`config.mk`:
```
export PLATFORM = sky130hd
export DESIGN_NAME = axi_resp_gen_flat
export DESIGN_NICKNAME = d
export VERILOG_FILES = /design/src/design/axi_ram_pkg.sv /design/src/design/ram_beat_if.sv /design/src/design/axi_resp_gen.sv /design/src/flat_wrapper.sv
export VERILOG_INCLUDE_DIRS = /design/src /design/src/design
export SDC_FILE = /design/constraint.sdc
export NUM_CORES = 1
export LEC_CHECK = 0
export BUFFER_PORTS_ARGS = -buffer_cell sky130_fd_sc_hd__buf_4
export CELL_PAD_IN_SITES_DETAIL_PLACEMENT = 0
export CELL_PAD_IN_SITES_GLOBAL_PLACEMENT = 2
export CORE_MARGIN = 1
export CORE_UTILIZATION = 31
export DETAILED_ROUTE_END_ITERATION = 12
export GPL_TIMING_DRIVEN = 0
export PLACE_DENSITY = 0.88
export SYNTH_ARGS = -nofsm -noshare
export SYNTH_HDL_FRONTEND = slang
export SYNTH_SLANG_ARGS = --single-unit
```
`constraint.sdc`:
```
create_clock -name clk -period 2.74 [get_ports clk]
set_input_delay 0.411 -clock clk [delete_from_list [all_inputs] [get_ports clk]]
set_output_delay 0.411 -clock clk [all_outputs]
set_load 0.02 [all_outputs]
```
`src/design/axi_ram_macros.svh`:
```
// width macros for the AXI RAM address, data, strobe and ID buses
`ifndef AXI_RAM_MACROS_SVH
`define AXI_RAM_MACROS_SVH

// byte address width
`define AXI_RAM_ADDR_W 12
`define AXI_RAM_DATA_W 32
`define AXI_RAM_ID_W 4

// one strobe bit per byte lane
`define AXI_RAM_STRB_W (`AXI_RAM_DATA_W / 8)

// memory depth in bus words
`define AXI_RAM_WORDS (1 << (`AXI_RAM_ADDR_W - $clog2(`AXI_RAM_STRB_W)))

`endif

```
`src/design/axi_ram_pkg.sv`:
```
// burst, data, strobe, ID, length and size types plus the byte address union
`default_nettype none
`include "axi_ram_macros.svh"

package axi_ram_pkg;

    typedef enum logic [1:0] {
        FIXED = 2'b00,
        INCR  = 2'b01,
        WRAP  = 2'b10
    } axi_burst_e;

    typedef logic [`AXI_RAM_DATA_W-1:0] axi_data_t;
    typedef logic [`AXI_RAM_STRB_W-1:0] axi_strb_t;
    typedef logic [`AXI_RAM_ID_W-1:0]   axi_id_t;
    typedef logic [7:0]                 axi_len_t;
    typedef logic [2:0]                 axi_size_t;

    localparam logic [1:0] AXI_RESP_OKAY = 2'b00;

    // word index above, byte lane offset below
    typedef struct packed {
        logic [`AXI_RAM_ADDR_W-$clog2(`AXI_RAM_STRB_W)-1:0] word;
        logic [$clog2(`AXI_RAM_STRB_W)-1:0]                 offset;
    } axi_word_addr_t;

    typedef union packed {
        logic [`AXI_RAM_ADDR_W-1:0] raw;
        axi_word_addr_t             part;
    } axi_addr_u;

endpackage

`default_nettype wire

```
`src/design/ram_beat_if.sv`:
```
// single memory beat interface with issue, exec and done modports
`default_nettype none

interface ram_beat_if;

    logic                   valid;
    logic                   ready;
    axi_ram_pkg::axi_addr_u addr;
    // also carries read data on the read completion path
    axi_ram_pkg::axi_data_t wdata;
    axi_ram_pkg::axi_strb_t wstrb;
    axi_ram_pkg::axi_id_t   id;
    logic                   last;

    // burst decoder side
    modport issue (
        output valid, addr, wdata, wstrb, id, last,
        input  ready
    );

    modport exec (
        input valid, ready, addr, wdata, wstrb, id, last
    );

    // completion toward the response block, no back-pressure
    modport done (
        output valid, wdata, id, last
    );

endinterface

`default_nettype wire

```
`src/design/axi_resp_gen.sv`:
```
// B response register and two-entry R queue with in-flight read accounting
`default_nettype none

module axi_resp_gen (
    input  wire logic              clk,
    input  wire logic              rst,
    ram_beat_if.exec               wr_done,
    ram_beat_if.exec               rd_done,
    output logic                   rd_ready,
    input  wire logic              rd_issue,
    output logic                   bvalid,
    output axi_ram_pkg::axi_id_t   bid,
    output logic [1:0]             bresp,
    input  wire logic              bready,
    output logic                   b_busy,
    output logic                   rvalid,
    output axi_ram_pkg::axi_id_t   rid,
    output axi_ram_pkg::axi_data_t rdata,
    output logic [1:0]             rresp,
    output logic                   rlast,
    input  wire logic              rready
);

    axi_ram_pkg::axi_data_t q_data [2];
    axi_ram_pkg::axi_id_t   q_id [2];
    logic                   q_last [2];
    logic                   wr_ptr;
    logic                   rd_ptr;
    logic [1:0]             q_cnt;
    logic [1:0]             in_flight;
    logic                   pop;

    assign bresp  = axi_ram_pkg::AXI_RESP_OKAY;
    // low in the cycle that B is taken so AW can reopen on that edge
    assign b_busy = (wr_done.valid && wr_done.last) || (bvalid && !bready);

    always_ff @(posedge clk) begin
        if (wr_done.valid && wr_done.last && !bvalid) begin
            bvalid <= 1'b1;
            bid    <= wr_done.id;
        end else if (bready) begin
            bvalid <= 1'b0;
        end
        if (rst) begin
            bvalid <= 1'b0;
        end
    end

    assign pop      = rvalid && rready;
    assign rvalid   = (q_cnt != 2'd0);
    assign rdata    = q_data[rd_ptr];
    assign rid      = q_id[rd_ptr];
    assign rlast    = q_last[rd_ptr];
    assign rresp    = axi_ram_pkg::AXI_RESP_OKAY;
    // reserve a slot for every beat still inside the array
    assign rd_ready = ({1'b0, q_cnt} + {1'b0, in_flight}) < 3'd2;

    always_ff @(posedge clk) begin
        if (rd_done.valid) begin
            q_data[wr_ptr] <= rd_done.wdata;
            q_id[wr_ptr]   <= rd_done.id;
            q_last[wr_ptr] <= rd_done.last;
            wr_ptr         <= ~wr_ptr;
        end
        if (pop) begin
            rd_ptr <= ~rd_ptr;
        end
        q_cnt     <= q_cnt + {1'b0, rd_done.valid} - {1'b0, pop};
        in_flight <= in_flight + {1'b0, rd_issue} - {1'b0, rd_done.valid};
        if (rst) begin
            wr_ptr    <= 1'b0;
            rd_ptr    <= 1'b0;
            q_cnt     <= 2'd0;
            in_flight <= 2'd0;
        end
    end

    a_no_overflow: assert property (@(posedge clk) disable iff (rst)
        rd_done.valid |-> (q_cnt != 2'd2 || pop));

    // the head beat holds still while the master stalls
    a_rvalid_hold: assert property (@(posedge clk) disable iff (rst)
        (rvalid && !rready) |=> (rvalid && $stable(rdata) && $stable(rid) && $stable(rlast)));

endmodule

`default_nettype wire

```
`src/flat_wrapper.sv`:
```
// flat-port wrapper written by rule: the top's interface ports become plain ports
module axi_resp_gen_flat 
  (clk, rst, rd_ready, rd_issue, bvalid, bid, bresp, bready, b_busy, rvalid, rid, rdata, rresp, rlast, rready, wr_done_valid, wr_done_ready, wr_done_addr, wr_done_wdata, wr_done_wstrb, wr_done_id, wr_done_last, rd_done_valid, rd_done_ready, rd_done_addr, rd_done_wdata, rd_done_wstrb, rd_done_id, rd_done_last);
  ram_beat_if wr_done_i ();
  ram_beat_if rd_done_i ();
  input  wire logic clk;
  input  wire logic rst;
  output logic rd_ready;
  input  wire logic rd_issue;
  output logic bvalid;
  output axi_ram_pkg::axi_id_t bid;
  output logic [1:0] bresp;
  input  wire logic bready;
  output logic b_busy;
  output logic rvalid;
  output axi_ram_pkg::axi_id_t rid;
  output axi_ram_pkg::axi_data_t rdata;
  output logic [1:0] rresp;
  output logic rlast;
  input  wire logic rready;
  input wire logic [$bits(wr_done_i.valid)-1:0] wr_done_valid;
  input wire logic [$bits(wr_done_i.ready)-1:0] wr_done_ready;
  input wire logic [$bits(wr_done_i.addr)-1:0] wr_done_addr;
  input wire logic [$bits(wr_done_i.wdata)-1:0] wr_done_wdata;
  input wire logic [$bits(wr_done_i.wstrb)-1:0] wr_done_wstrb;
  input wire logic [$bits(wr_done_i.id)-1:0] wr_done_id;
  input wire logic [$bits(wr_done_i.last)-1:0] wr_done_last;
  input wire logic [$bits(rd_done_i.valid)-1:0] rd_done_valid;
  input wire logic [$bits(rd_done_i.ready)-1:0] rd_done_ready;
  input wire logic [$bits(rd_done_i.addr)-1:0] rd_done_addr;
  input wire logic [$bits(rd_done_i.wdata)-1:0] rd_done_wdata;
  input wire logic [$bits(rd_done_i.wstrb)-1:0] rd_done_wstrb;
  input wire logic [$bits(rd_done_i.id)-1:0] rd_done_id;
  input wire logic [$bits(rd_done_i.last)-1:0] rd_done_last;
  assign wr_done_i.valid = wr_done_valid;
  assign wr_done_i.ready = wr_done_ready;
  assign wr_done_i.addr = wr_done_addr;
  assign wr_done_i.wdata = wr_done_wdata;
  assign wr_done_i.wstrb = wr_done_wstrb;
  assign wr_done_i.id = wr_done_id;
  assign wr_done_i.last = wr_done_last;
  assign rd_done_i.valid = rd_done_valid;
  assign rd_done_i.ready = rd_done_ready;
  assign rd_done_i.addr = rd_done_addr;
  assign rd_done_i.wdata = rd_done_wdata;
  assign rd_done_i.wstrb = rd_done_wstrb;
  assign rd_done_i.id = rd_done_id;
  assign rd_done_i.last = rd_done_last;
  axi_resp_gen u_core (.clk(clk), .rst(rst), .wr_done(wr_done_i), .rd_done(rd_done_i), .rd_ready(rd_ready), .rd_issue(rd_issue), .bvalid(bvalid), .bid(bid), .bresp(bresp), .bready(bready), .b_busy(b_busy), .rvalid(rvalid), .rid(rid), .rdata(rdata), .rresp(rresp), .rlast(rlast), .rready(rready));
endmodule
```
Yosys cells after proc, flatten, opt, wreduce, memory -nomap -nowiden --
Memory sizes are Yosys's and may differ from the RTL's. A register that Yosys moved wholly into a read port is not among the register bits. Cells that the tools add are included.
Word-level totals: bits in registers 11, bits in writable memories 74, input bits 115, output and inout bits 49, word-level logic and storage cells 36, memories 3
Operators by class: add/sub/neg operators 5, $lt $le $gt $ge 1, mux-type cells 10, bitwise gates (word level) 2, reductions and logical operators 9
Memory list:
- u_core.q_data | depth 2, bits a word 32, read ports 1, clocked after memory_dff 1, wr ports 1, line axi_resp_gen.sv:24 | axi_ram_pkg::axi_data_t q_data [2];
- u_core.q_id | depth 2, bits a word 4, read ports 1, clocked after memory_dff 1, wr ports 1, line axi_resp_gen.sv:25 | axi_ram_pkg::axi_id_t q_id [2];
- u_core.q_last | depth 2, bits a word 1, read ports 1, clocked after memory_dff 1, wr ports 1, line axi_resp_gen.sv:26 | logic q_last [2];
Operators by type and width (number):
- 2-to-1 mux 1 bit | 10
- adder 2 x 1 -> 2 bit | 2
- logical AND 1 bit | 4
- nonzero test 2 bit | 2
- subtractor 2 x 1 -> 2 bit | 2
- adder 2 x 2 -> 3 bit | 1
- less-than comparator 3 x 2 -> 1 bit, second input constant | 1
- logical NOT 1 bit | 2
- NOT 1 bit | 2
- logical OR 1 bit | 1

Depth between registers and ports, before layout --
depth in word-level cells 4, gate-level depth with buffers 6, gate-level depth less buffers 6

Worst setup path before layout --
OpenSTA, ideal clock, no wires.
path kind input -> register, from input rd_done_valid, to memory u_core.q_data[0][0] in the netlist's numbering (enable), data arrival time 2072 ps, data required time 2304 ps, setup slack 232 ps, stages on the path 1, path through nor2b_1
Between the ends: cells in the longest elaborated chain, start to end 2
Ends and longest elaborated chain:
- from (decl) | line flat_wrapper.sv:28 | input wire logic [$bits(rd_done_i.valid)-1:0] rd_done_valid;
- 2-to-1 mux 1 bit | line axi_resp_gen.sv:59 | if (rd_done.valid) begin
- 2-to-1 mux 1 bit (not written as such) | line axi_resp_gen.sv:60 | q_data[wr_ptr] <= rd_done.wdata;
- to (decl) | line axi_resp_gen.sv:24
No other way between the ends.

Worst setup path in the final report --
from register u_core.q_cnt[1], to output rd_ready
Between the ends: cells in the longest elaborated chain, start to end 2
Ends and longest elaborated chain:
- from (decl) | line axi_resp_gen.sv:29 | logic [1:0] q_cnt;
- from (signal assigned) | line axi_resp_gen.sv:68 | q_cnt <= q_cnt + {1'b0, rd_done.valid} - {1'b0, pop};
- adder 2 x 2 -> 3 bit | line axi_resp_gen.sv:56 | assign rd_ready = ({1'b0, q_cnt} + {1'b0, in_flight}) < 3'd2;
- less-than comparator 3 x 2 -> 1 bit | line axi_resp_gen.sv:56
- to (decl) | line flat_wrapper.sv:8 | output logic rd_ready;
No other way between the ends.

==> metrics <==
worst vdd ir=~0.35 mV; Layout fillers=around 1000; postcts setup bufs=0; H-tree depth=3; detailed placer's ending HPWL=4140 µm; CTS tree=built; register area share after synthesis=around 74%; number of max-cap violations=0; FF/Latch Area=roughly 2500 µm²; WHS=between 200 and 250 ps; gr busiest metal=met2; initial drt markers=44; io pins=164; met3 Track Usage GR=under 10%; first-pass GRT wire length=8810 µm; PostCTS Resize Cnt=0; Post-Syn Area=about 3400 µm²; Die Height=107 µm; # diodes=0; synthesis warning total=0; Layout Cell Area excl Fill=4520 µm²; TNS Setup=0 ps; Die W=between 100 and 150 µm; core area=approximately 10000 µm²; CP max stage cell=fa_1; Max Transition Viols Final=0; share of the synthesized area in the top cell type=a little under 70%; Synth area leader=edfxtp_1; vias in the first global route=about 1800; met1 usage=between 10% and 20%; critical path class=reg2out; Hold Crit Class=in2reg; period utilisation layout=a little under three quarters; Worst-Margin Slew=about 630 ps; DRT Pass-1 Iters=3; DR vias=around 1700; met2 Resource Use GR=between 10% and 20%; pre-CTS setup slack=1060 ps; CTS max path bufs=2; unrepaired setup endpoints after global routing=no; CP bufs+invs=2; vias per cell=4.19; final worst slack=about 790 ps; GP Congestion=0.675; DRC viols=0; clk slew on worst S/H paths=about 90 ps; critical path's largest stage delay=around 490 ps; starting density of the core=around 33%; Post-CTS Hold Fix Bufs=0; layout overhead on the synthesized area=32.8%; GRT Total Usage=10.5%; largest net degree at the start of global routing=21; clock skew=a little over 7 ps; Final Hold Viols=0; Mean Syn Cell Area=20.4 µm²; share of post-route cells with drive strength above 1=between 50% and 60%; placed cell areas=4350 µm²; critical path cell sequence=inv_1 -> fa_1 -> and2_1 -> buf_4; crit path time final=~2000 ps; Critical Path Sink Type=output port; multi-input logic area=793 µm²; Crit path max-delay family=adder cells; Synth Register Bits=86; run status=complete, no violations; # port buffers=93; Final Power=approximately 3.5 mW; Final Net Count=between 300 and 400; ranking of synthesized cells by area=edfxtp_1 (69%), mux2_4 (13%), dfxtp_1 (4.7%); CP startpoint kind=flop; routed len/inst=13.8 µm; Antenna Violating Nets Remaining=0; Max FO, Critical Path=3; clk_lat worst skew=around 340 ps; CTS root buffer=clkbuf_8; P per Cell Area=approximately 770 nW/µm²; initial antenna violation count=0; leakage=about 1.8 nW; Fmax=about 0.51 GHz; FP Rows=37; Die Area=about 11000 µm²; Cell variety after synth=21; clk sinks=86; arrival time worst endpoint=1540 ps; Post-Syn Instances=167; Num CTS Buffers=9; commonest non-fill, non-tap cells in the layout=buf_4 (97), edfxtp_1 (78), mux2_4 (30); commonest non-fill, non-tap cell in the layout=buf_4; global route overflow=0; Setup violations, final=0; DRT Wirelength=5780 µm; Max transition margin=roughly 58%; WP data required=~2300 ps
==> final cells by class <==
cell class | count | share of cell area (%)
clock inverters | 6 | 0.997
multi-input cells | 69 | 17.6
clock buffers | 10 | 2.82
flip-flops and latches | 86 | 55.4
well taps | 136 | 3.77
plain buffers | 8 | 2.24
repair buffers | 95 | 16.7
inverters | 7 | 0.581
==> Yosys cell counts <==
library cell / instances
nand2_1: 4
xnor2_1: 1
edfxtp_1: 78
nor2_1: 4
and2_1: 2
mux2_2: 9
buf_4: 4
buf_6: 1
inv_1: 7
mux2_4: 30
conb_1: 1
nand3b_1: 1
dfxtp_1: 8
buf_12: 3
o21a_1: 1
a21oi_1: 1
nor2b_1: 4
nand2b_1: 1
fa_1: 1
ha_1: 4
xnor3_1: 2
==> power by group <==
part,internal [mW],switching [mW],total (mW),leakage [nW]
clock network,0.336,0.451,0.788,0.0813
logic,0.588,0.506,1.09,0.928
registers,1.54,0.0366,1.58,0.798
total,2.47,0.994,3.46,1.81
==> flip-flops by register name, summed over array words and instances (netlist names), named ones only <==
signal / flops
u_core.q_data: 64
u_core.q_id: 8
u_core.bid: 4
u_core.in_flight: 2
u_core.q_cnt: 2
u_core.q_last: 2
u_core.bvalid: 1
u_core.rd_ptr: 1
u_core.wr_ptr: 1
==> routing by layer <==
layer  wire [µm]  up-vias
li1            -      832
met1        2410      839
met5           0        -
met4          91        0
met2        2910       68
met3         366        9
==> kinds of logic after synthesis <==
family          Yosys count  synth area share (%)
compound gates            2                 0.368
xor+xnor                  3                  1.58
fa+ha+maj                 5                  2.06
buf+inv                  15                  3.75
flops                    86                  73.5
mux                      39                  16.2
other cells               1                 0.110
simple gates             16                  2.39
==> metrics by stage <==
step,util [%],cells
global route,43.2,417
finish,43.2,417
CTS,43.2,417
detailed placement,41.5,401
global placement,40.9,399
floorplan,-,170
==> worst paths after layout <==
check,start,end,slack [ps],cells after the start
worst min-delay path,rd_done_wdata[0],u_core.q_data[0][0]$_DFFE_PP_,240,1
worst max register to register,u_core.wr_ptr$_SDFFE_PP0P_,u_core.q_data[1][15]$_DFFE_PP_,1250,2
worst max-delay path,u_core.q_cnt[1]$_SDFF_PP0_,rd_ready,790,4
worst min register to register,u_core.bvalid$_SDFFE_PP0P_,u_core.bvalid$_SDFFE_PP0P_,530,2
Note: power is estimated with default switching activity, not from simulation.
