### src/design/axi_ram_macros.svh
// width macros for the AXI RAM address, data, strobe and ID buses
`ifndef AXI_RAM_MACROS_SVH
`define AXI_RAM_MACROS_SVH

// byte address width
`define AXI_RAM_ADDR_W 12
`define AXI_RAM_DATA_W 32
`define AXI_RAM_ID_W 4

// one strobe bit per byte lane
`define AXI_RAM_STRB_W (`AXI_RAM_DATA_W / 8)

// memory depth in bus words
`define AXI_RAM_WORDS (1 << (`AXI_RAM_ADDR_W - $clog2(`AXI_RAM_STRB_W)))

`endif

### src/design/axi_ram_pkg.sv
// burst, data, strobe, ID, length and size types plus the byte address union
`default_nettype none
`include "axi_ram_macros.svh"

package axi_ram_pkg;

    typedef enum logic [1:0] {
        FIXED = 2'b00,
        INCR  = 2'b01,
        WRAP  = 2'b10
    } axi_burst_e;

    typedef logic [`AXI_RAM_DATA_W-1:0] axi_data_t;
    typedef logic [`AXI_RAM_STRB_W-1:0] axi_strb_t;
    typedef logic [`AXI_RAM_ID_W-1:0]   axi_id_t;
    typedef logic [7:0]                 axi_len_t;
    typedef logic [2:0]                 axi_size_t;

    localparam logic [1:0] AXI_RESP_OKAY = 2'b00;

    // word index above, byte lane offset below
    typedef struct packed {
        logic [`AXI_RAM_ADDR_W-$clog2(`AXI_RAM_STRB_W)-1:0] word;
        logic [$clog2(`AXI_RAM_STRB_W)-1:0]                 offset;
    } axi_word_addr_t;

    typedef union packed {
        logic [`AXI_RAM_ADDR_W-1:0] raw;
        axi_word_addr_t             part;
    } axi_addr_u;

endpackage

`default_nettype wire

### src/design/ram_beat_if.sv
// single memory beat interface with issue, exec and done modports
`default_nettype none

interface ram_beat_if;

    logic                   valid;
    logic                   ready;
    axi_ram_pkg::axi_addr_u addr;
    // also carries read data on the read completion path
    axi_ram_pkg::axi_data_t wdata;
    axi_ram_pkg::axi_strb_t wstrb;
    axi_ram_pkg::axi_id_t   id;
    logic                   last;

    // burst decoder side
    modport issue (
        output valid, addr, wdata, wstrb, id, last,
        input  ready
    );

    modport exec (
        input valid, ready, addr, wdata, wstrb, id, last
    );

    // completion toward the response block, no back-pressure
    modport done (
        output valid, wdata, id, last
    );

endinterface

`default_nettype wire

### src/design/axi_burst_decode.sv
// write and read burst FSMs that split AXI bursts into single memory beats
`default_nettype none
`include "axi_ram_macros.svh"

module axi_burst_decode (
    input  wire logic                       clk,
    input  wire logic                       rst,
    input  wire logic                       awvalid,
    output logic                            awready,
    input  wire axi_ram_pkg::axi_id_t       awid,
    input  wire logic [`AXI_RAM_ADDR_W-1:0] awaddr,
    input  wire axi_ram_pkg::axi_len_t      awlen,
    input  wire axi_ram_pkg::axi_size_t     awsize,
    input  wire axi_ram_pkg::axi_burst_e    awburst,
    input  wire logic                       wvalid,
    output logic                            wready,
    input  wire axi_ram_pkg::axi_data_t     wdata,
    input  wire axi_ram_pkg::axi_strb_t     wstrb,
    input  wire logic                       wlast,
    input  wire logic                       b_busy,
    input  wire logic                       arvalid,
    output logic                            arready,
    input  wire axi_ram_pkg::axi_id_t       arid,
    input  wire logic [`AXI_RAM_ADDR_W-1:0] araddr,
    input  wire axi_ram_pkg::axi_len_t      arlen,
    input  wire axi_ram_pkg::axi_size_t     arsize,
    input  wire axi_ram_pkg::axi_burst_e    arburst,
    ram_beat_if.issue                       wr_req,
    ram_beat_if.issue                       rd_req
);

    localparam axi_ram_pkg::axi_size_t MAX_SIZE = 3'($clog2(`AXI_RAM_STRB_W));

    typedef enum logic [1:0] {WR_IDLE, WR_BURST, WR_RESP} wr_state_e;
    typedef enum logic {RD_IDLE, RD_BURST} rd_state_e;

    wr_state_e               wr_state;
    axi_ram_pkg::axi_id_t    wr_id;
    axi_ram_pkg::axi_addr_u  wr_addr;
    axi_ram_pkg::axi_len_t   wr_cnt;
    axi_ram_pkg::axi_size_t  wr_size;
    axi_ram_pkg::axi_burst_e wr_burst;
    logic                    wr_end;

    rd_state_e               rd_state;
    axi_ram_pkg::axi_id_t    rd_id;
    axi_ram_pkg::axi_addr_u  rd_addr;
    axi_ram_pkg::axi_len_t   rd_cnt;
    axi_ram_pkg::axi_size_t  rd_size;
    axi_ram_pkg::axi_burst_e rd_burst;
    logic                    rd_issue;

    // beats wider than the bus are cut down to the bus width
    function automatic axi_ram_pkg::axi_size_t clamp_size(input axi_ram_pkg::axi_size_t size);
        return (size > MAX_SIZE) ? MAX_SIZE : size;
    endfunction

    // WRAP steps like INCR
    function automatic axi_ram_pkg::axi_addr_u next_addr(
        input axi_ram_pkg::axi_addr_u  addr,
        input axi_ram_pkg::axi_size_t  size,
        input axi_ram_pkg::axi_burst_e burst
    );
        axi_ram_pkg::axi_addr_u     result;
        logic [`AXI_RAM_ADDR_W-1:0] step;
        result = addr;
        step = {{(`AXI_RAM_ADDR_W-1){1'b0}}, 1'b1} << size;
        if (burst != axi_ram_pkg::FIXED) begin
            result.raw = addr.raw + step;
        end
        return result;
    endfunction

    // an early wlast also closes the burst
    assign wr_end = (wr_cnt == 8'd0) || wlast;

    assign wr_req.valid = wvalid && wready;
    assign wr_req.addr  = wr_addr;
    assign wr_req.wdata = wdata;
    assign wr_req.wstrb = wstrb;
    assign wr_req.id    = wr_id;
    assign wr_req.last  = wr_end;

    always_ff @(posedge clk) begin
        case (wr_state)
            WR_IDLE: begin
                if (awvalid && awready) begin
                    wr_id       <= awid;
                    wr_addr.raw <= awaddr;
                    wr_cnt      <= awlen;
                    wr_size     <= clamp_size(awsize);
                    wr_burst    <= awburst;
                    awready     <= 1'b0;
                    wready      <= 1'b1;
                    wr_state    <= WR_BURST;
                end else begin
                    awready <= 1'b1;
                end
            end
            WR_BURST: begin
                if (wr_req.valid) begin
                    wr_addr <= next_addr(wr_addr, wr_size, wr_burst);
                    wr_cnt  <= wr_cnt - 8'd1;
                    if (wr_end) begin
                        wready   <= 1'b0;
                        wr_state <= WR_RESP;
                    end
                end
            end
            WR_RESP: begin
                // hold off the next AW until B has been taken
                if (!b_busy) begin
                    awready  <= 1'b1;
                    wr_state <= WR_IDLE;
                end
            end
            default: wr_state <= WR_IDLE;
        endcase
        if (rst) begin
            wr_state <= WR_IDLE;
            awready  <= 1'b0;
            wready   <= 1'b0;
        end
    end

    assign rd_req.valid = (rd_state == RD_BURST);
    assign rd_req.addr  = rd_addr;
    assign rd_req.wdata = '0;
    assign rd_req.wstrb = '0;
    assign rd_req.id    = rd_id;
    assign rd_req.last  = (rd_cnt == 8'd0);
    assign rd_issue     = rd_req.valid && rd_req.ready;

    always_ff @(posedge clk) begin
        case (rd_state)
            RD_IDLE: begin
                if (arvalid && arready) begin
                    rd_id       <= arid;
                    rd_addr.raw <= araddr;
                    rd_cnt      <= arlen;
                    rd_size     <= clamp_size(arsize);
                    rd_burst    <= arburst;
                    arready     <= 1'b0;
                    rd_state    <= RD_BURST;
                end else begin
                    arready <= 1'b1;
                end
            end
            RD_BURST: begin
                if (rd_issue) begin
                    rd_addr <= next_addr(rd_addr, rd_size, rd_burst);
                    rd_cnt  <= rd_cnt - 8'd1;
                    if (rd_cnt == 8'd0) begin
                        arready  <= 1'b1;
                        rd_state <= RD_IDLE;
                    end
                end
            end
        endcase
        if (rst) begin
            rd_state <= RD_IDLE;
            arready  <= 1'b0;
        end
    end

    a_wr_beat_in_burst: assert property (@(posedge clk) disable iff (rst)
        wr_req.valid |-> wr_state == WR_BURST);

    // within one burst the count only falls and never wraps past zero
    a_wr_no_underflow: assert property (@(posedge clk) disable iff (rst)
        (wr_state == WR_BURST && $past(wr_state) == WR_BURST) |-> wr_cnt <= $past(wr_cnt));

    a_rd_no_underflow: assert property (@(posedge clk) disable iff (rst)
        (rd_state == RD_BURST && $past(rd_state) == RD_BURST) |-> rd_cnt <= $past(rd_cnt));

endmodule

`default_nettype wire

### src/flat_wrapper.sv
// flat-port wrapper written by rule: the top's interface ports become plain ports
module axi_burst_decode_flat 
  (clk, rst, awvalid, awready, awid, awaddr, awlen, awsize, awburst, wvalid, wready, wdata, wstrb, wlast, b_busy, arvalid, arready, arid, araddr, arlen, arsize, arburst, wr_req_valid, wr_req_addr, wr_req_wdata, wr_req_wstrb, wr_req_id, wr_req_last, wr_req_ready, rd_req_valid, rd_req_addr, rd_req_wdata, rd_req_wstrb, rd_req_id, rd_req_last, rd_req_ready);
  ram_beat_if wr_req_i ();
  ram_beat_if rd_req_i ();
  input  wire logic clk;
  input  wire logic rst;
  input  wire logic awvalid;
  output logic awready;
  input  wire axi_ram_pkg::axi_id_t awid;
  input  wire logic [`AXI_RAM_ADDR_W-1:0] awaddr;
  input  wire axi_ram_pkg::axi_len_t awlen;
  input  wire axi_ram_pkg::axi_size_t awsize;
  input  wire axi_ram_pkg::axi_burst_e awburst;
  input  wire logic wvalid;
  output logic wready;
  input  wire axi_ram_pkg::axi_data_t wdata;
  input  wire axi_ram_pkg::axi_strb_t wstrb;
  input  wire logic wlast;
  input  wire logic b_busy;
  input  wire logic arvalid;
  output logic arready;
  input  wire axi_ram_pkg::axi_id_t arid;
  input  wire logic [`AXI_RAM_ADDR_W-1:0] araddr;
  input  wire axi_ram_pkg::axi_len_t arlen;
  input  wire axi_ram_pkg::axi_size_t arsize;
  input  wire axi_ram_pkg::axi_burst_e arburst;
  output wire logic [$bits(wr_req_i.valid)-1:0] wr_req_valid;
  output wire logic [$bits(wr_req_i.addr)-1:0] wr_req_addr;
  output wire logic [$bits(wr_req_i.wdata)-1:0] wr_req_wdata;
  output wire logic [$bits(wr_req_i.wstrb)-1:0] wr_req_wstrb;
  output wire logic [$bits(wr_req_i.id)-1:0] wr_req_id;
  output wire logic [$bits(wr_req_i.last)-1:0] wr_req_last;
  input wire logic [$bits(wr_req_i.ready)-1:0] wr_req_ready;
  output wire logic [$bits(rd_req_i.valid)-1:0] rd_req_valid;
  output wire logic [$bits(rd_req_i.addr)-1:0] rd_req_addr;
  output wire logic [$bits(rd_req_i.wdata)-1:0] rd_req_wdata;
  output wire logic [$bits(rd_req_i.wstrb)-1:0] rd_req_wstrb;
  output wire logic [$bits(rd_req_i.id)-1:0] rd_req_id;
  output wire logic [$bits(rd_req_i.last)-1:0] rd_req_last;
  input wire logic [$bits(rd_req_i.ready)-1:0] rd_req_ready;
  assign wr_req_valid = wr_req_i.valid;
  assign wr_req_addr = wr_req_i.addr;
  assign wr_req_wdata = wr_req_i.wdata;
  assign wr_req_wstrb = wr_req_i.wstrb;
  assign wr_req_id = wr_req_i.id;
  assign wr_req_last = wr_req_i.last;
  assign wr_req_i.ready = wr_req_ready;
  assign rd_req_valid = rd_req_i.valid;
  assign rd_req_addr = rd_req_i.addr;
  assign rd_req_wdata = rd_req_i.wdata;
  assign rd_req_wstrb = rd_req_i.wstrb;
  assign rd_req_id = rd_req_i.id;
  assign rd_req_last = rd_req_i.last;
  assign rd_req_i.ready = rd_req_ready;
  axi_burst_decode u_core (.clk(clk), .rst(rst), .awvalid(awvalid), .awready(awready), .awid(awid), .awaddr(awaddr), .awlen(awlen), .awsize(awsize), .awburst(awburst), .wvalid(wvalid), .wready(wready), .wdata(wdata), .wstrb(wstrb), .wlast(wlast), .b_busy(b_busy), .arvalid(arvalid), .arready(arready), .arid(arid), .araddr(araddr), .arlen(arlen), .arsize(arsize), .arburst(arburst), .wr_req(wr_req_i), .rd_req(rd_req_i));
endmodule
### config.mk
export PLATFORM = sky130hd
export DESIGN_NAME = axi_burst_decode_flat
export DESIGN_NICKNAME = d
export VERILOG_FILES = /design/src/design/axi_ram_pkg.sv /design/src/design/ram_beat_if.sv /design/src/design/axi_burst_decode.sv /design/src/flat_wrapper.sv
export VERILOG_INCLUDE_DIRS = /design/src /design/src/design
export SDC_FILE = /design/constraint.sdc
export NUM_CORES = 1
export LEC_CHECK = 0
export BUFFER_PORTS_ARGS = -buffer_cell sky130_fd_sc_hd__buf_2
export CAP_MARGIN = 0
export CORE_ASPECT_RATIO = 1.75
export CORE_MARGIN = 2
export CORE_UTILIZATION = 35
export DETAILED_ROUTE_END_ITERATION = 12
export PLACE_DENSITY = 0.73
export SLEW_MARGIN = 20
export SYNTH_ARGS = -nofsm -noshare
export SYNTH_HDL_FRONTEND = slang
export SYNTH_SLANG_ARGS = --single-unit
### constraint.sdc
create_clock -name clk -period 3.5 [get_ports clk]
set_input_delay 0.175 -clock clk [delete_from_list [all_inputs] [get_ports clk]]
set_output_delay 0.175 -clock clk [all_outputs]
set_load 0.02 [all_outputs]
# Word-level counts from Yosys, hierarchy flattened
# Cells that the tools add are included.
# word_totals
input_bits	103
out_inout_bits	111
elab_cells	91
ff_bits	64
# op_classes
mux	34
n_eq_ne	11
n_reduce_logical	22
n_lt_le_gt_ge	2
n_bitwise	1
shift	2
addsub	4
# op_table
op	count
12-bit 2-to-1 mux	6
12-bit one-hot mux with 2 select lines	2
8-bit 2-to-1 mux	4
8-bit one-hot mux with 2 select lines	2
12-bit adder	2
1-bit by 3-bit left shift with 12-bit output, first input constant	2
8-bit zero test	2
8-bit by 1-bit subtractor with 8-bit output, second input constant	2
2-bit != test, second input constant	6
4-bit AND reduction	3
1-bit 2-to-1 mux	11
2-bit AND reduction	5
2-bit 2-to-1 mux	4
1-bit one-hot mux with 2 select lines	4
2-bit nonzero test	4
3-bit by 2-bit greater-than comparator with 1-bit output, second input constant	2
2-bit by 1-bit != test with 1-bit output, second input constant	3
2-bit one-hot mux with 3 select lines	1
3-bit AND reduction	2
1-bit logical AND	4
2-bit by 1-bit == test with 1-bit output, second input constant	1
2-bit == test, second input constant	1
2-bit zero test	1
1-bit logical OR	1
1-bit inverter	1

# Depth between registers and ports, before layout
# Gate-level depths: netlist of the first run.
# depth
word_depth	5
ltp_mapped	9
mapped_depth_nobuf	9

# Least setup slack after synthesis of the first run
# No wires, ideal clock.
# synth_timing
path_kind	reg2reg
start	reg u_core.wr_size[1]
end	reg u_core.wr_addr (netlist bit u_core.wr_req.addr[11]), data pin
setup_ps	152
t_required_ps	3348
synth_period_minus_slack_ps	2438
slack_ps	1062
n_path_buf	0
arrival_ps	2287
path_stages_with_launch	9
cell_sequence	edfxtp_1 or3b_2 inv_1 ha_1 a211oi_1 o21ai_1 a31oi_1 mux2_2 a31oi_1
# synth_via
elab_chain_cells	5
# synth_lines
element	line	rtl
start: declaration	axi_burst_decode.sv:41	axi_ram_pkg::axi_size_t wr_size;
start signal: assignment	axi_burst_decode.sv:91	wr_size <= clamp_size(awsize);
1-bit by 3-bit left shift with 12-bit output	axi_burst_decode.sv:67	step = {{(`AXI_RAM_ADDR_W-1){1'b0}}, 1'b1} << size;
12-bit adder	axi_burst_decode.sv:69	result.raw = addr.raw + step;
12-bit 2-to-1 mux	axi_burst_decode.sv:68	if (burst != axi_ram_pkg::FIXED) begin
12-bit 2-to-1 mux	axi_burst_decode.sv:101	if (wr_req.valid) begin
12-bit one-hot mux with 2 select lines	axi_burst_decode.sv:85	case (wr_state)
end signal: assignment	axi_burst_decode.sv:102	wr_addr <= next_addr(wr_addr, wr_size, wr_burst);
end: declaration	axi_burst_decode.sv:39	axi_ram_pkg::axi_addr_u wr_addr;
# No other way between the ends. The select of a mux whose other input is x is not followed.
# A chain may end at the register's enable or synchronous reset.

# Final worst setup path of the first run
# Ends and elaborated chain as after synthesis.

==> summary by stage, run 1 <==
Worst setup path
The critical path in this run is classified as reg2reg. The signal arrival time at the worst endpoint is 2.88 ns. The worst setup path is captured at a flip-flop. The critical path launch point type is a flip-flop. The startpoint identified for the worst register-to-register timing path is u_core.wr_size[1]. Tracing the worst setup path back leads to its startpoint at u_core.wr_size[1].

The capturing point of the worst reg2reg path is u_core.wr_req.addr[11]. The maximum fanout along the worst path is 8. The setup check on the worst reg-to-reg path leaves a slack of between 0.7 and 0.8 ns.

The number of cells on the worst reg-to-reg path is 8. The most critical setup path has its endpoint at u_core.wr_req.addr[11]. The required time reported for the critical path endpoint is approximately 3.7 ns.

Routing
For this run, design rule violations remaining after detail routing come to 0. The DRC marker count from the first detailed-route iteration is 141. Dividing the detail-routed wire length by the instance count gives 14.78 µm. The first detailed-routing pass ran for 6 iterations.

The routed wire length is 10040 µm. The via total after detailed routing is ~3300. In this run the remaining antenna-violating nets after routing total 0. After detailed routing, the number of vias per cell comes to 4.887.

Logic synthesis
The count of flip-flops with a built-in enable after synthesis is just under 60. In this run, distinct cell masters in the synthesized netlist total 52. The prevailing post-synth register cell is sky130_fd_sc_hd__edfxtp_1. The register bit count reported by yosys is 64. A synthesized cell averages 9.909 µm².

After synthesis the cells add up to ~4300 µm². The async set or reset register ratio after synthesis is 0. For this run, the register share of the synthesized area comes to 0.4319.

Yosys printed 0 warnings. After technology mapping, the gate count stands at around 440.

Placed design
The wire-length estimate of the detail-placed layout is around 8000 µm. The number of cells after detailed placement is 662. The count of buffers from port buffering is 104. The placer congestion estimate is 0.9061.

The placed instance area is about 4600 µm².

Power
Across the VDD grid, the largest voltage drop is about 0.38 mV. The proportion of power drawn by flip-flops and latches is 0.414. The design draws 2.292 mW. In this run the static leakage power is 2.179 nW.

Of the total power, the clock network draws 0.415. The internal power of the cells totals 1.671 mW. The switching power is 0.6203 mW. The power density over cell area is around 460 nW/µm². Of the total power, the share spent switching nets is 0.2707. The share of total power dissipated in combinational logic is 0.171.

STA
For this run, the top clock speed supported by timing is 368.0 MHz. In this run the tightest slew margin relative to its limit is 0.5586. The hold violation total from the final report came to 0.

The clock skew is 0.009049 ns. For the pin with the worst max-slew slack, the measured transition is between 0.6 and 0.7 ns. The share of the clock period used by the worst path after layout is 0.7764. The final count of pins violating max slew is 0. The routed design could run at a clock period as short as 2.718 ns.

The final setup TNS is 0 ns. Setup repair after global routing left no endpoint under its margin. Setup violations remaining at the end of the flow were counted as 0.

Clocking
The TritonCTS clock tree is yes. The number of gates resized after CTS is 0. The number of H-tree levels is 3.

Clock-pin slew was measured on the worst setup and hold paths at 0.06 ns. Counting every sink on the clock net gives 64. In this run the deepest clock path goes through 2 buffers. The later pin in the worst-skew pair is clocked with a latency of 0.33 ns.

TritonCTS created 9 clock buffers. Buffers inserted to repair hold after CTS numbered 0. In this run the clock root is driven by a sky130_fd_sc_hd__clkbuf_16. Buffers added to address setup during post-CTS repair amount to 0.

Global route
The total global routing overflow is 0. The wire length of the first global-routing pass is 15180 µm. The via count of the first global-routing pass is between 3000 and 4000. The maximum number of pins on one net before global-route repair is 40.

The number of antenna violations at the first check in global routing is 1. Across every metal layer, demand over resource in global routing totals 0.1513.

Floorplanning
The floorplan step defined a die boundary enclosing approximately 13000 µm². The starting density of the core is 0.3591. The die span in y is between 150 and 200 µm.

The floorplan has 53 rows. The die is a little under 90 µm wide. The total area inside the core boundary comes to 12000 µm².

between 200 and 250 I/O pins were placed.

Finish
In the final layout, the share of cells above drive strength 1 is 0.2729. The final non-filler cell total is just under 700. The area of all placed cells without fillers is 4938 µm². The area growth from synthesis to layout is 14.57%. The top cell types in the final layout, fill and taps aside, are sky130_fd_sc_hd__buf_2 (104), sky130_fd_sc_hd__edfxtp_1 (58), sky130_fd_sc_hd__nand2_1 (42). At the end of the flow, the number of nets in the layout was 633. Leaving out fill and tap cells, the most frequent cell in the layout is sky130_fd_sc_hd__buf_2.

Run
The reported max-cap violation count is 0.

Run status
The flow ran to the end, and the final reports show no timing, DRC or antenna violations.

Min path
In this run the worst hold path is classified as in2reg.
power by group through the flow:
stage | Clock, mW | Combinational, mW | Sequential [mW]
3_5_place_dp | 0 | 0.393 | 0.965
5_1_grt | 1.00 | 0.435 | 0.956
6_report | 0.951 | 0.392 | 0.949
4_1_cts | 0.975 | 0.395 | 0.949
2_1_floorplan | 0 | 0.325 | 0.990
3_3_place_gp | 0 | 0.383 | 0.961
worst min-delay path by stage:
stage	cells after the start	slack [ns]	end	from
floorplan	1	0.24	u_core.arready	rst
global placement	0	0.35	wr_req_wdata[0]	wdata[0]
detailed placement	0	0.35	wr_req_wdata[0]	wdata[0]
CTS	1	0.008	u_core.rd_burst[1]	arburst[1]
global route	1	0.01	u_core.wr_req.id[1]	awid[1]
finish	1	0.02	u_core.rd_burst[1]	arburst[1]
worst max-delay path, cell delays in order (launching register included):
cell	delay, ns
sky130_fd_sc_hd__edfxtp_1	0.47
sky130_fd_sc_hd__or3b_2	0.56
sky130_fd_sc_hd__inv_1	0.09
sky130_fd_sc_hd__ha_1	0.23
sky130_fd_sc_hd__a211oi_1	0.26
sky130_fd_sc_hd__o21ai_1	0.14
sky130_fd_sc_hd__a31oi_1	0.29
sky130_fd_sc_hd__mux2_2	0.37
sky130_fd_sc_hd__a31oi_1	0.14
routing by layer:
layer | wire length (µm) | GRT usage | vias to the layer above
met5 | 0 | 0 | -
met4 | 441 | 0.09000 | 0
met3 | 697 | 0.03542 | 41
met2 | 5359 | 0.2852 | 165
met1 | 3539 | 0.1428 | 1532
li1 | - | - | 1580
state kept, by name (all words and copies together) (netlist names):
name                 cells
u_core.wready            1
u_core.wr_cnt            8
u_core.rd_size           3
u_core.wr_req.id         4
u_core.wr_size           3
u_core.wr_req.addr      12
u_core.rd_cnt            8
u_core.arready           1
u_core.wr_state          2
u_core.rd_req.valid      1
u_core.rd_burst          2
u_core.awready           1
u_core.rd_req.addr      12
u_core.wr_burst          2
u_core.rd_req.id         4
logic make-up after synthesis:
family	Yosys count	share of synthesized area
buf+inv	102	0.1518
simple gates	127	0.1507
mux	11	0.02787
compound gates	84	0.1208
fa+ha+maj	22	0.06734
xor+xnor	24	0.04877
flops	64	0.4319
other cells	1	0.0008700
cell type report:
type / count / area [µm²]
timing repair buffer: 108 / 550.5
sequential: 64 / 1862
inverter: 19 / 71.32
antenna: 1 / 2.502
clock buffer: 10 / 229.0
multi-input combinational: 306 / 1933
tap: 165 / 206.4
clock inverter: 6 / 83.83
fill: 1179 / 7064
synthesized netlist by cell type, types with 2 or more instances:
cell type | instances | area (µm²)
sky130_fd_sc_hd__nor2_1 | 32 | 120.1
sky130_fd_sc_hd__or3b_2 | 2 | 17.52
sky130_fd_sc_hd__a221oi_1 | 2 | 17.52
sky130_fd_sc_hd__or2_2 | 2 | 12.51
sky130_fd_sc_hd__nor3_1 | 10 | 50.05
sky130_fd_sc_hd__dfxtp_1 | 6 | 120.1
sky130_fd_sc_hd__o21ai_0 | 24 | 120.1
sky130_fd_sc_hd__ha_1 | 20 | 250.2
sky130_fd_sc_hd__and3b_1 | 4 | 35.03
sky130_fd_sc_hd__a21o_1 | 8 | 60.06
sky130_fd_sc_hd__o21ai_1 | 3 | 15.01
sky130_fd_sc_hd__nand3_1 | 6 | 30.03
sky130_fd_sc_hd__xor2_1 | 12 | 105.1
sky130_fd_sc_hd__inv_1 | 19 | 71.32
sky130_fd_sc_hd__buf_4 | 72 | 540.5
sky130_fd_sc_hd__fa_1 | 2 | 40.04
sky130_fd_sc_hd__o22a_1 | 2 | 17.52
sky130_fd_sc_hd__o211ai_1 | 7 | 52.55
sky130_fd_sc_hd__mux2i_1 | 3 | 30.03
sky130_fd_sc_hd__and3_1 | 3 | 18.77
sky130_fd_sc_hd__nand2_1 | 42 | 157.7
sky130_fd_sc_hd__xnor2_1 | 12 | 105.1
sky130_fd_sc_hd__buf_1 | 2 | 7.510
sky130_fd_sc_hd__nand4_1 | 4 | 25.02
sky130_fd_sc_hd__a31oi_1 | 3 | 18.77
sky130_fd_sc_hd__a21oi_1 | 22 | 110.1
sky130_fd_sc_hd__a211oi_1 | 3 | 22.52
sky130_fd_sc_hd__nor3b_1 | 4 | 30.03
sky130_fd_sc_hd__o31ai_1 | 3 | 22.52
sky130_fd_sc_hd__edfxtp_1 | 58 | 1742
sky130_fd_sc_hd__nand2b_1 | 8 | 50.05
sky130_fd_sc_hd__clkbuf_1 | 8 | 30.03
sky130_fd_sc_hd__mux2_2 | 8 | 90.09
stage by stage:
| step | setup slack [ns] | hold WS (ns) | utilization |
|---|---|---|---|
| floorplan | 1.062 | 0.2447 | - |
| detailed placement | 0.8319 | 0.3501 | 0.3852 |
| finish | 0.7825 | 0.02067 | 0.4114 |
| global placement | 0.8984 | 0.3501 | 0.3852 |
| CTS | 0.8202 | 0.008031 | 0.4112 |
| global route | 0.6314 | 0.01319 | 0.4112 |
(Power assumes the default switching activity.)
==> run 2, diff against run 1 <==
--- a/config.mk
+++ b/config.mk
@@ -12,7 +12,7 @@
 export CORE_MARGIN = 2
 export CORE_UTILIZATION = 35
 export DETAILED_ROUTE_END_ITERATION = 12
-export PLACE_DENSITY = 0.73
+export PLACE_DENSITY = 0.75
 export SLEW_MARGIN = 20
 export SYNTH_ARGS = -nofsm -noshare
 export SYNTH_HDL_FRONTEND = slang
==> constraint.sdc (replaced) <==
create_clock -name clk -period 2.3 [get_ports clk]
set_input_delay 0.115 -clock clk [delete_from_list [all_inputs] [get_ports clk]]
set_output_delay 0.115 -clock clk [all_outputs]
set_load 0.02 [all_outputs]
==> summary by stage, run 2 (same netlist as run 1, synthesis figures left out) <==
Worst setup path
The worst setup path is of the reg2reg kind. The library cell contributing the largest single delay on the critical path is sky130_fd_sc_hd__edfxtp_1. Traced cell by cell, the critical path runs through or3b_4 -> inv_2 -> ha_4 -> a211oi_2 -> o21ai_2 -> a31oi_2 -> mux2_4 -> a31oi_1. The critical path's top delay family is compound AO/OA/AOI/OAI gates.

STA classifies the critical path startpoint as a flip-flop. The maximum fanout along the worst path is 3 (-5). The count of buffer and inverter cells on the critical path was 1 (unchanged). The required time reported for the critical path endpoint is 2.47 ns (-1.20 ns).

The endpoint class of the critical path is a flip-flop. The largest stage delay on the critical path is 0.43 ns (-0.13 ns). The signal arrival time at the worst endpoint was 2.48 ns (-0.40 ns).

Run status
The final reports fail on setup timing. The run finished, with violations left.

Finish
The library cell used most frequently in the layout, excluding fill and tap cells, is sky130_fd_sc_hd__buf_2. The fraction of layout cells with a size suffix above 1 came to 0.3656 (+0.09269). The top cell types in the final layout, fill and taps aside, are sky130_fd_sc_hd__buf_2 (104), sky130_fd_sc_hd__edfxtp_1 (58), sky130_fd_sc_hd__nand2_1 (41). The final non-filler cell total is 723 (+6.5%).

The number of inserted diodes is 0 (-1). The post-layout net count is 678 (+7.1%). The area growth from synthesis to layout is 28.01%.

STA
The smallest setup slack after layout was -0.009824 ns (-0.7923 ns). The final count of pins violating max slew is 0 (unchanged). The hold violation total from the final report is 0 (unchanged).

Setup repair after global routing could not meet its margin everywhere. The clock period minus worst slack is 2.310 ns (-0.4077 ns). The smallest hold slack came to 0.06369 ns (+0.04302 ns). The maximum achievable frequency is 432.9 MHz (+18%).

The final setup violation count is 3 (+3). The share of the clock period used by the worst path after layout was 1.004 (+0.2278). The clock skew is 0.009234 ns (+0.0001853 ns).

Floorplanning
The die span in y is 150.8 µm (unchanged). The starting density of the core is 0.3591 (unchanged). The die area is 13250 µm² (unchanged). The core area is 12000 µm² (unchanged).

The number of top-level pins was 214 (unchanged). The horizontal die dimension is 87.89 µm (unchanged). The number of placement rows is 53 (unchanged).

Power
The power density over cell area is 631.5 nW/µm² (+36%). The static power due to leakage came to 2.430 nW (+12%). The maximum vdd ir drop is 0.4649 mV (+22%).

Placed design
The count of buffers from port buffering came to 104 (unchanged). The placer congestion estimate came to 0.8939 (-1.3%). The number of cells after detailed placement is 684 (+3.3%). The HPWL after detailed placement was 8156 µm (+2.5%). The worst slack after detailed placement came to -0.1700 ns (-1.002 ns).

Run
The reported max-cap violation count is 0 (unchanged).

Routing
The detail-routed net length per standard cell was 15.03 µm (+1.7%). The via total after detailed routing came to 3524 (+6.2%). The count of antenna-violating nets left after detailed routing is 0 (unchanged). The DRC marker count from the first detailed-route iteration came to 131 (-7.1%). The via count normalized by instance count is 4.874 (-0.26%). The remaining design rule violation count is 0 (unchanged). The routed wire length is 10860 µm (+8.2%). The number of search-and-repair iterations in the first detailed-routing pass is 5 (-1).

Clocking
The cell sitting at the root of the clock tree is a sky130_fd_sc_hd__clkbuf_16. The TritonCTS clock tree is yes. The clock net sink count was 64 (unchanged). The clock-pin slew on the worst setup and hold paths came to 0.06 ns (about the same). The clock latency reported for the late side of the worst-skew pair is 0.32 ns (about the same). The number of clock buffers inserted by TritonCTS was 9 (unchanged). The number of H-tree levels came to 3 (unchanged). The maximum root-to-sink buffer count came to 2 (unchanged).

Global route
The overall global routing resource usage was 0.1629 (+0.01158). The maximum number of pins on one net before global-route repair was 41 (+2.5%). The number of antenna violations at the first check in global routing is 0 (-1). The via count of the first global-routing pass is 3586 (+10%). The total global routing overflow came to 0 (unchanged). The wire length of the first global-routing pass was 16660 µm (+9.8%).

Min path
The kind of path behind the tightest hold check is in2reg.
==> run 2: cell types whose count changed in the layout (fill, tap and decap cells not counted), moves of 4 or more <==
cell | previous run | this run
sky130_fd_sc_hd__dlygate4sd3_1 | 0 | 13
sky130_fd_sc_hd__ha_2 | 0 | 4
sky130_fd_sc_hd__ha_4 | 0 | 4
sky130_fd_sc_hd__buf_4 | 4 | 32
sky130_fd_sc_hd__ha_1 | 20 | 12
==> run 2: cell type report <==
cell class,count,area (µm²)
fillers,1080,6485
clock inverters,6,60.06
flip-flops and latches,64,1862
inverters,19,71.32
multi-input cells,306,2145
clock buffers,10,229.0
well taps,165,206.4
repair buffers,153,944.7
==> run 2: path summary, 6_finish.rpt <==
kind / startpoint / to / depth (start not counted) / slack [ns]
setup / recovery: u_core.wr_size[1] / u_core.wr_req.addr[11] / 8 / -0.01
hold reg to reg: u_core.awready / u_core.awready / 2 / 0.51
setup reg to reg: u_core.wr_size[1] / u_core.wr_req.addr[11] / 8 / -0.01
hold / removal: awaddr[0] / u_core.wr_req.addr[0] / 3 / 0.06
==> run 2: per-stage QoR <==
| stage | power, mW | cell area (µm²) | utilization | setup TNS (ns) |
|---|---|---|---|---|
| 3_5_place_dp | 2.099 | 4802 | 0.4001 | -0.7841 |
| 3_3_place_gp | 2.078 | 4802 | 0.4001 | -0.2425 |
| 2_1_floorplan | 2.004 | 4463 | - | -0.01314 |
| 4_1_cts | 3.476 | 5318 | 0.4430 | -0.08229 |
| 6_report | 3.484 | 5518 | 0.4597 | -0.01224 |
| 5_1_grt | 3.645 | 5518 | 0.4597 | -0.5912 |
==> run 2: power by group <==
part           switching, mW  internal [mW]  leakage [nW]  total, mW
Clock                  0.487          0.833         0.140       1.32
Sequential            0.0636           1.38         0.588       1.44
Combinational          0.424          0.297          1.70      0.721
==> run 2: timing repair <==
action                     CTS  global route
pin swaps                    8            25
hold endpoints to repair    13             0
setup endpoints to repair   13            16
buffers inserted             4             6
resized for setup           13            30
hold buffers                13             0
==> run 2: tightest hold or removal path: stages <==
cell and delay, ns:
sky130_fd_sc_hd__buf_2 0.07, sky130_fd_sc_hd__nand2_1 0.04, sky130_fd_sc_hd__nand2_1 0.05
==> run 2: layer usage <==
| layer | GRT usage | vias to the layer above | routed length, µm |
|---|---|---|---|
| met2 | 0.3129 | 160 | 6064 |
| li1 | - | 1675 | - |
| met3 | 0.04196 | 26 | 689 |
| met4 | 0.07308 | 0 | 309 |
| met5 | 0 | - | 0 |
| met1 | 0.1567 | 1663 | 3801 |
==> run 3, diff against run 2 <==
--- a/config.mk
+++ b/config.mk
@@ -11,8 +11,9 @@
 export CORE_ASPECT_RATIO = 1.75
 export CORE_MARGIN = 2
 export CORE_UTILIZATION = 35
+export CTS_CLUSTER_DIAMETER = 80
 export DETAILED_ROUTE_END_ITERATION = 12
-export PLACE_DENSITY = 0.75
+export PLACE_DENSITY = 0.73
 export SLEW_MARGIN = 20
 export SYNTH_ARGS = -nofsm -noshare
 export SYNTH_HDL_FRONTEND = slang
==> constraint.sdc (replaced) <==
create_clock -name clk -period 2.4 [get_ports clk]
set_input_delay 0.12 -clock clk [delete_from_list [all_inputs] [get_ports clk]]
set_output_delay 0.12 -clock clk [all_outputs]
set_load 0.02 [all_outputs]
==> summary by stage, run 3 (same netlist as run 1, synthesis figures left out) <==
Global route
The wire length of the first global-routing pass is 16200 µm (-2.8%). The met3 track demand over resource is 0.03651 (-0.005450). The via count of the first global-routing pass was 3517 (-1.9%). The global routing met1 resource utilization is 0.1570 (+0.0003674). The layer flagged by global routing as most heavily used is met2. The overall global routing resource usage is 0.1596 (-0.003255).

The number of antenna violations at the first check in global routing is 0 (unchanged). The total global routing overflow is 0 (unchanged). The maximum number of pins on one net before global-route repair is 41 (unchanged). The met2 track demand over resource came to 0.3008 (-0.01212).

Floorplanning
The number of top-level pins was 214 (unchanged). The die area is 13250 µm² (unchanged). The starting density of the core is 0.3591 (unchanged). The die span in y was 150.8 µm (unchanged). The core area is 12000 µm² (unchanged). The horizontal die dimension is 87.89 µm (unchanged).

The number of placement rows is 53 (unchanged).

Power
The maximum vdd ir drop was 0.3841 mV (-17%). The switching part of the total is 0.2802 (+0.0004588). The combinational share of power is 0.194 (-0.013). The static power due to leakage came to 2.340 nW (-3.7%). The total power is 3.295 mW (-5.4%). The clock group share of total power is 0.387 (+0.008). The switching power is 0.9231 mW (-5.3%).

The total internal power is 2.371 mW (-5.5%). The proportion of power drawn by flip-flops and latches is 0.418 (+0.004). The power density over cell area is 624.1 nW/µm² (-1.2%).

Routing
The DRC marker count from the first detailed-route iteration is 135 (+3.1%). The remaining design rule violation count is 0 (unchanged). The via total after detailed routing was 3474 (-1.4%).

The detail-routed net length per standard cell is 14.74 µm (-1.9%). The count of antenna-violating nets left after detailed routing is 0 (unchanged). The via count normalized by instance count is 4.872 (about the same).

The routed wire length is 10510 µm (-3.2%). The number of search-and-repair iterations in the first detailed-routing pass is 4 (-1).

Worst setup path
The depth of the critical timing path with buffers and inverters included came to 8 (unchanged). The largest stage delay on the critical path was 0.43 ns (about the same). The endpoint class of the critical path is a flip-flop. The launch instance of the worst register-to-register path is u_core.rd_size[1]. The slowest stage of the critical path is the sky130_fd_sc_hd__or3b_4 cell.

Walking the worst path, the cells encountered are or3b_4 -> inv_1 -> ha_1 -> a211oi_2 -> o21ai_2 -> a31oi_2 -> xnor2_1 -> mux2_2. The worst-case register-to-register setup slack is 0.07 ns (+0.08 ns). The maximum fanout along the worst path was 3 (unchanged). STA classifies the critical path startpoint as a flip-flop. In this design, the largest share of critical-path delay is due to compound AO/OA/AOI/OAI gates. The required time reported for the critical path endpoint is 2.48 ns (about the same).

The worst register-to-register path ends at u_core.rd_req.addr[7]. The worst reg2reg path depth was 8 (unchanged). The category of the most critical setup path is reg2reg. The signal arrival time at the worst endpoint was 2.41 ns (-0.07 ns). The count of buffer and inverter cells on the critical path is 1 (unchanged).

Run
The reported max-cap violation count is 0 (unchanged).

Clocking
The number of clock buffers inserted by TritonCTS is 9 (unchanged). The number of H-tree levels is 3 (unchanged). The clock net sink count is 64 (unchanged). The TritonCTS clock tree is yes. The clock-pin slew on the worst setup and hold paths was 0.06 ns (about the same).

The clock latency reported for the late side of the worst-skew pair is 0.33 ns (about the same). The maximum root-to-sink buffer count is 2 (unchanged). The tree is rooted in a sky130_fd_sc_hd__clkbuf_16.

Finish
The number of fill cells is 1152 (+6.7%). The area of all placed cells without fillers is 5279 µm² (-4.3%). The area of the multi-input gates was 1999 µm² (-6.8%). The fraction of layout cells with a size suffix above 1 came to 0.3248 (-0.04077). The number of inserted diodes is 0 (unchanged). The area growth from synthesis to layout is 22.47%. The most frequent standard cell in the layout excluding fill and tap cells is sky130_fd_sc_hd__buf_2. The storage element area is 1862 µm² (unchanged). In the layout the commonest cells are sky130_fd_sc_hd__buf_2 (104), sky130_fd_sc_hd__edfxtp_1 (58), sky130_fd_sc_hd__nand2_1 (42). The post-layout net count was 669 (-1.3%).

STA
The clock skew came to 0.01107 ns (+0.001835 ns). Setup repair after global routing could not meet its margin everywhere. The clock period minus worst slack is 2.333 ns (+0.02367 ns). The smallest hold slack came to 0.05617 ns (-0.007521 ns).

The maximum achievable frequency was 428.5 MHz (-1.0%). The final setup violation count came to 0 (-3). The hold violation total from the final report is 0 (unchanged).

The final count of pins violating max slew is 0 (unchanged). The share of the clock period used by the worst path after layout is 0.9723 (-0.03198).

Placed design
The placed instance area came to 4793 µm² (-0.18%). The placer congestion estimate is 0.9180 (+2.7%). The count of buffers from port buffering is 104 (unchanged).

The HPWL after detailed placement is 8095 µm (-0.75%).

Min path
The path with the worst hold slack has its endpoint at u_core.wr_req.addr[0]. The count of cells along the worst hold path is 3 (unchanged). The kind of path behind the tightest hold check is in2reg. The worst hold path begins at awaddr[0].

Run status
The flow ran to the end, and the final reports show no timing, DRC or antenna violations.
==> run 3: cell count changes in the layout (fill, tap and decap cells not counted), moves of 3 or more <==
cell / before / now
sky130_fd_sc_hd__o21ai_0: 21 / 24
sky130_fd_sc_hd__o21ai_1: 4 / 1
sky130_fd_sc_hd__nor3b_4: 3 / 0
sky130_fd_sc_hd__ha_1: 12 / 18
sky130_fd_sc_hd__inv_1: 16 / 19
sky130_fd_sc_hd__inv_2: 3 / 0
sky130_fd_sc_hd__buf_4: 32 / 27
sky130_fd_sc_hd__ha_4: 4 / 0
sky130_fd_sc_hd__buf_6: 3 / 0
==> run 3: worst max path at each step <==
stage / startpoint / endpoint / slack (ns)
final: u_core.rd_size[1] / u_core.rd_req.addr[7] / 0.07
after global placement: u_core.wr_size[1] / u_core.wr_req.addr[11] / 0.06
after detailed placement: u_core.wr_size[1] / u_core.wr_req.addr[11] / -0.003
after floorplan: u_core.rd_req.valid / u_core.rd_req.addr[0] / 0.04
after CTS: u_core.rd_size[1] / u_core.rd_req.addr[7] / 0.01
after global routing: u_core.wr_size[1] / u_core.wr_req.addr[7] / -0.10
==> run 3: cell type report <==
cell class | count | area share
repair buffers | 144 | 0.1616
clock buffers | 9 | 0.04266
inverters | 19 | 0.01351
clock inverters | 6 | 0.01161
flip-flops and latches | 64 | 0.3527
multi-input cells | 306 | 0.3788
well taps | 165 | 0.03911
==> run 3: through the flow <==
| stage | setup slack [ns] | utilization | TNS (ns) | cells |
|---|---|---|---|---|
| 5_1_grt | -0.1012 | 0.4398 | -0.2217 | 713 |
| 3_5_place_dp | -0.002963 | 0.3994 | -0.002963 | 684 |
| 3_3_place_gp | 0.05995 | 0.3994 | 0 | 684 |
| 2_1_floorplan | 0.04395 | - | 0 | 472 |
| 4_1_cts | 0.01381 | 0.4351 | 0 | 713 |
| 6_report | 0.06651 | 0.4398 | 0 | 713 |
==> run 3: worst reg2reg max path, delay by kind of cell, from the launching register on <==
kind            cells  cell delay [ns]
compound gates      3             0.59
xor+xnor            1             0.09
fa+ha+maj           1             0.25
buf+inv             1             0.07
flops               1             0.41
mux                 1             0.26
simple gates        1             0.43
==> run 3: power by group through the flow <==
stage,Sequential (mW),Combinational [mW],Clock (mW)
after floorplan,1.44,0.475,0
after global placement,1.40,0.597,0
after detailed placement,1.40,0.611,0
after CTS,1.38,0.633,1.30
after global routing,1.39,0.710,1.34
final,1.38,0.640,1.28
==> run 3: timing repair <==
action / CTS / global route
hold endpoints to repair: 13 / 0
resized for setup: 1 / 13
pin swaps: 2 / 3
hold buffers: 13 / 0
setup endpoints to repair: 1 / 11
buffers inserted: 1 / 0
==> run 3: routing by layer <==
metal,part of all wire,routed length [µm]
met1,0.35,3695
met2,0.54,5715
met3,0.067,702
met4,0.038,398
met5,0,0
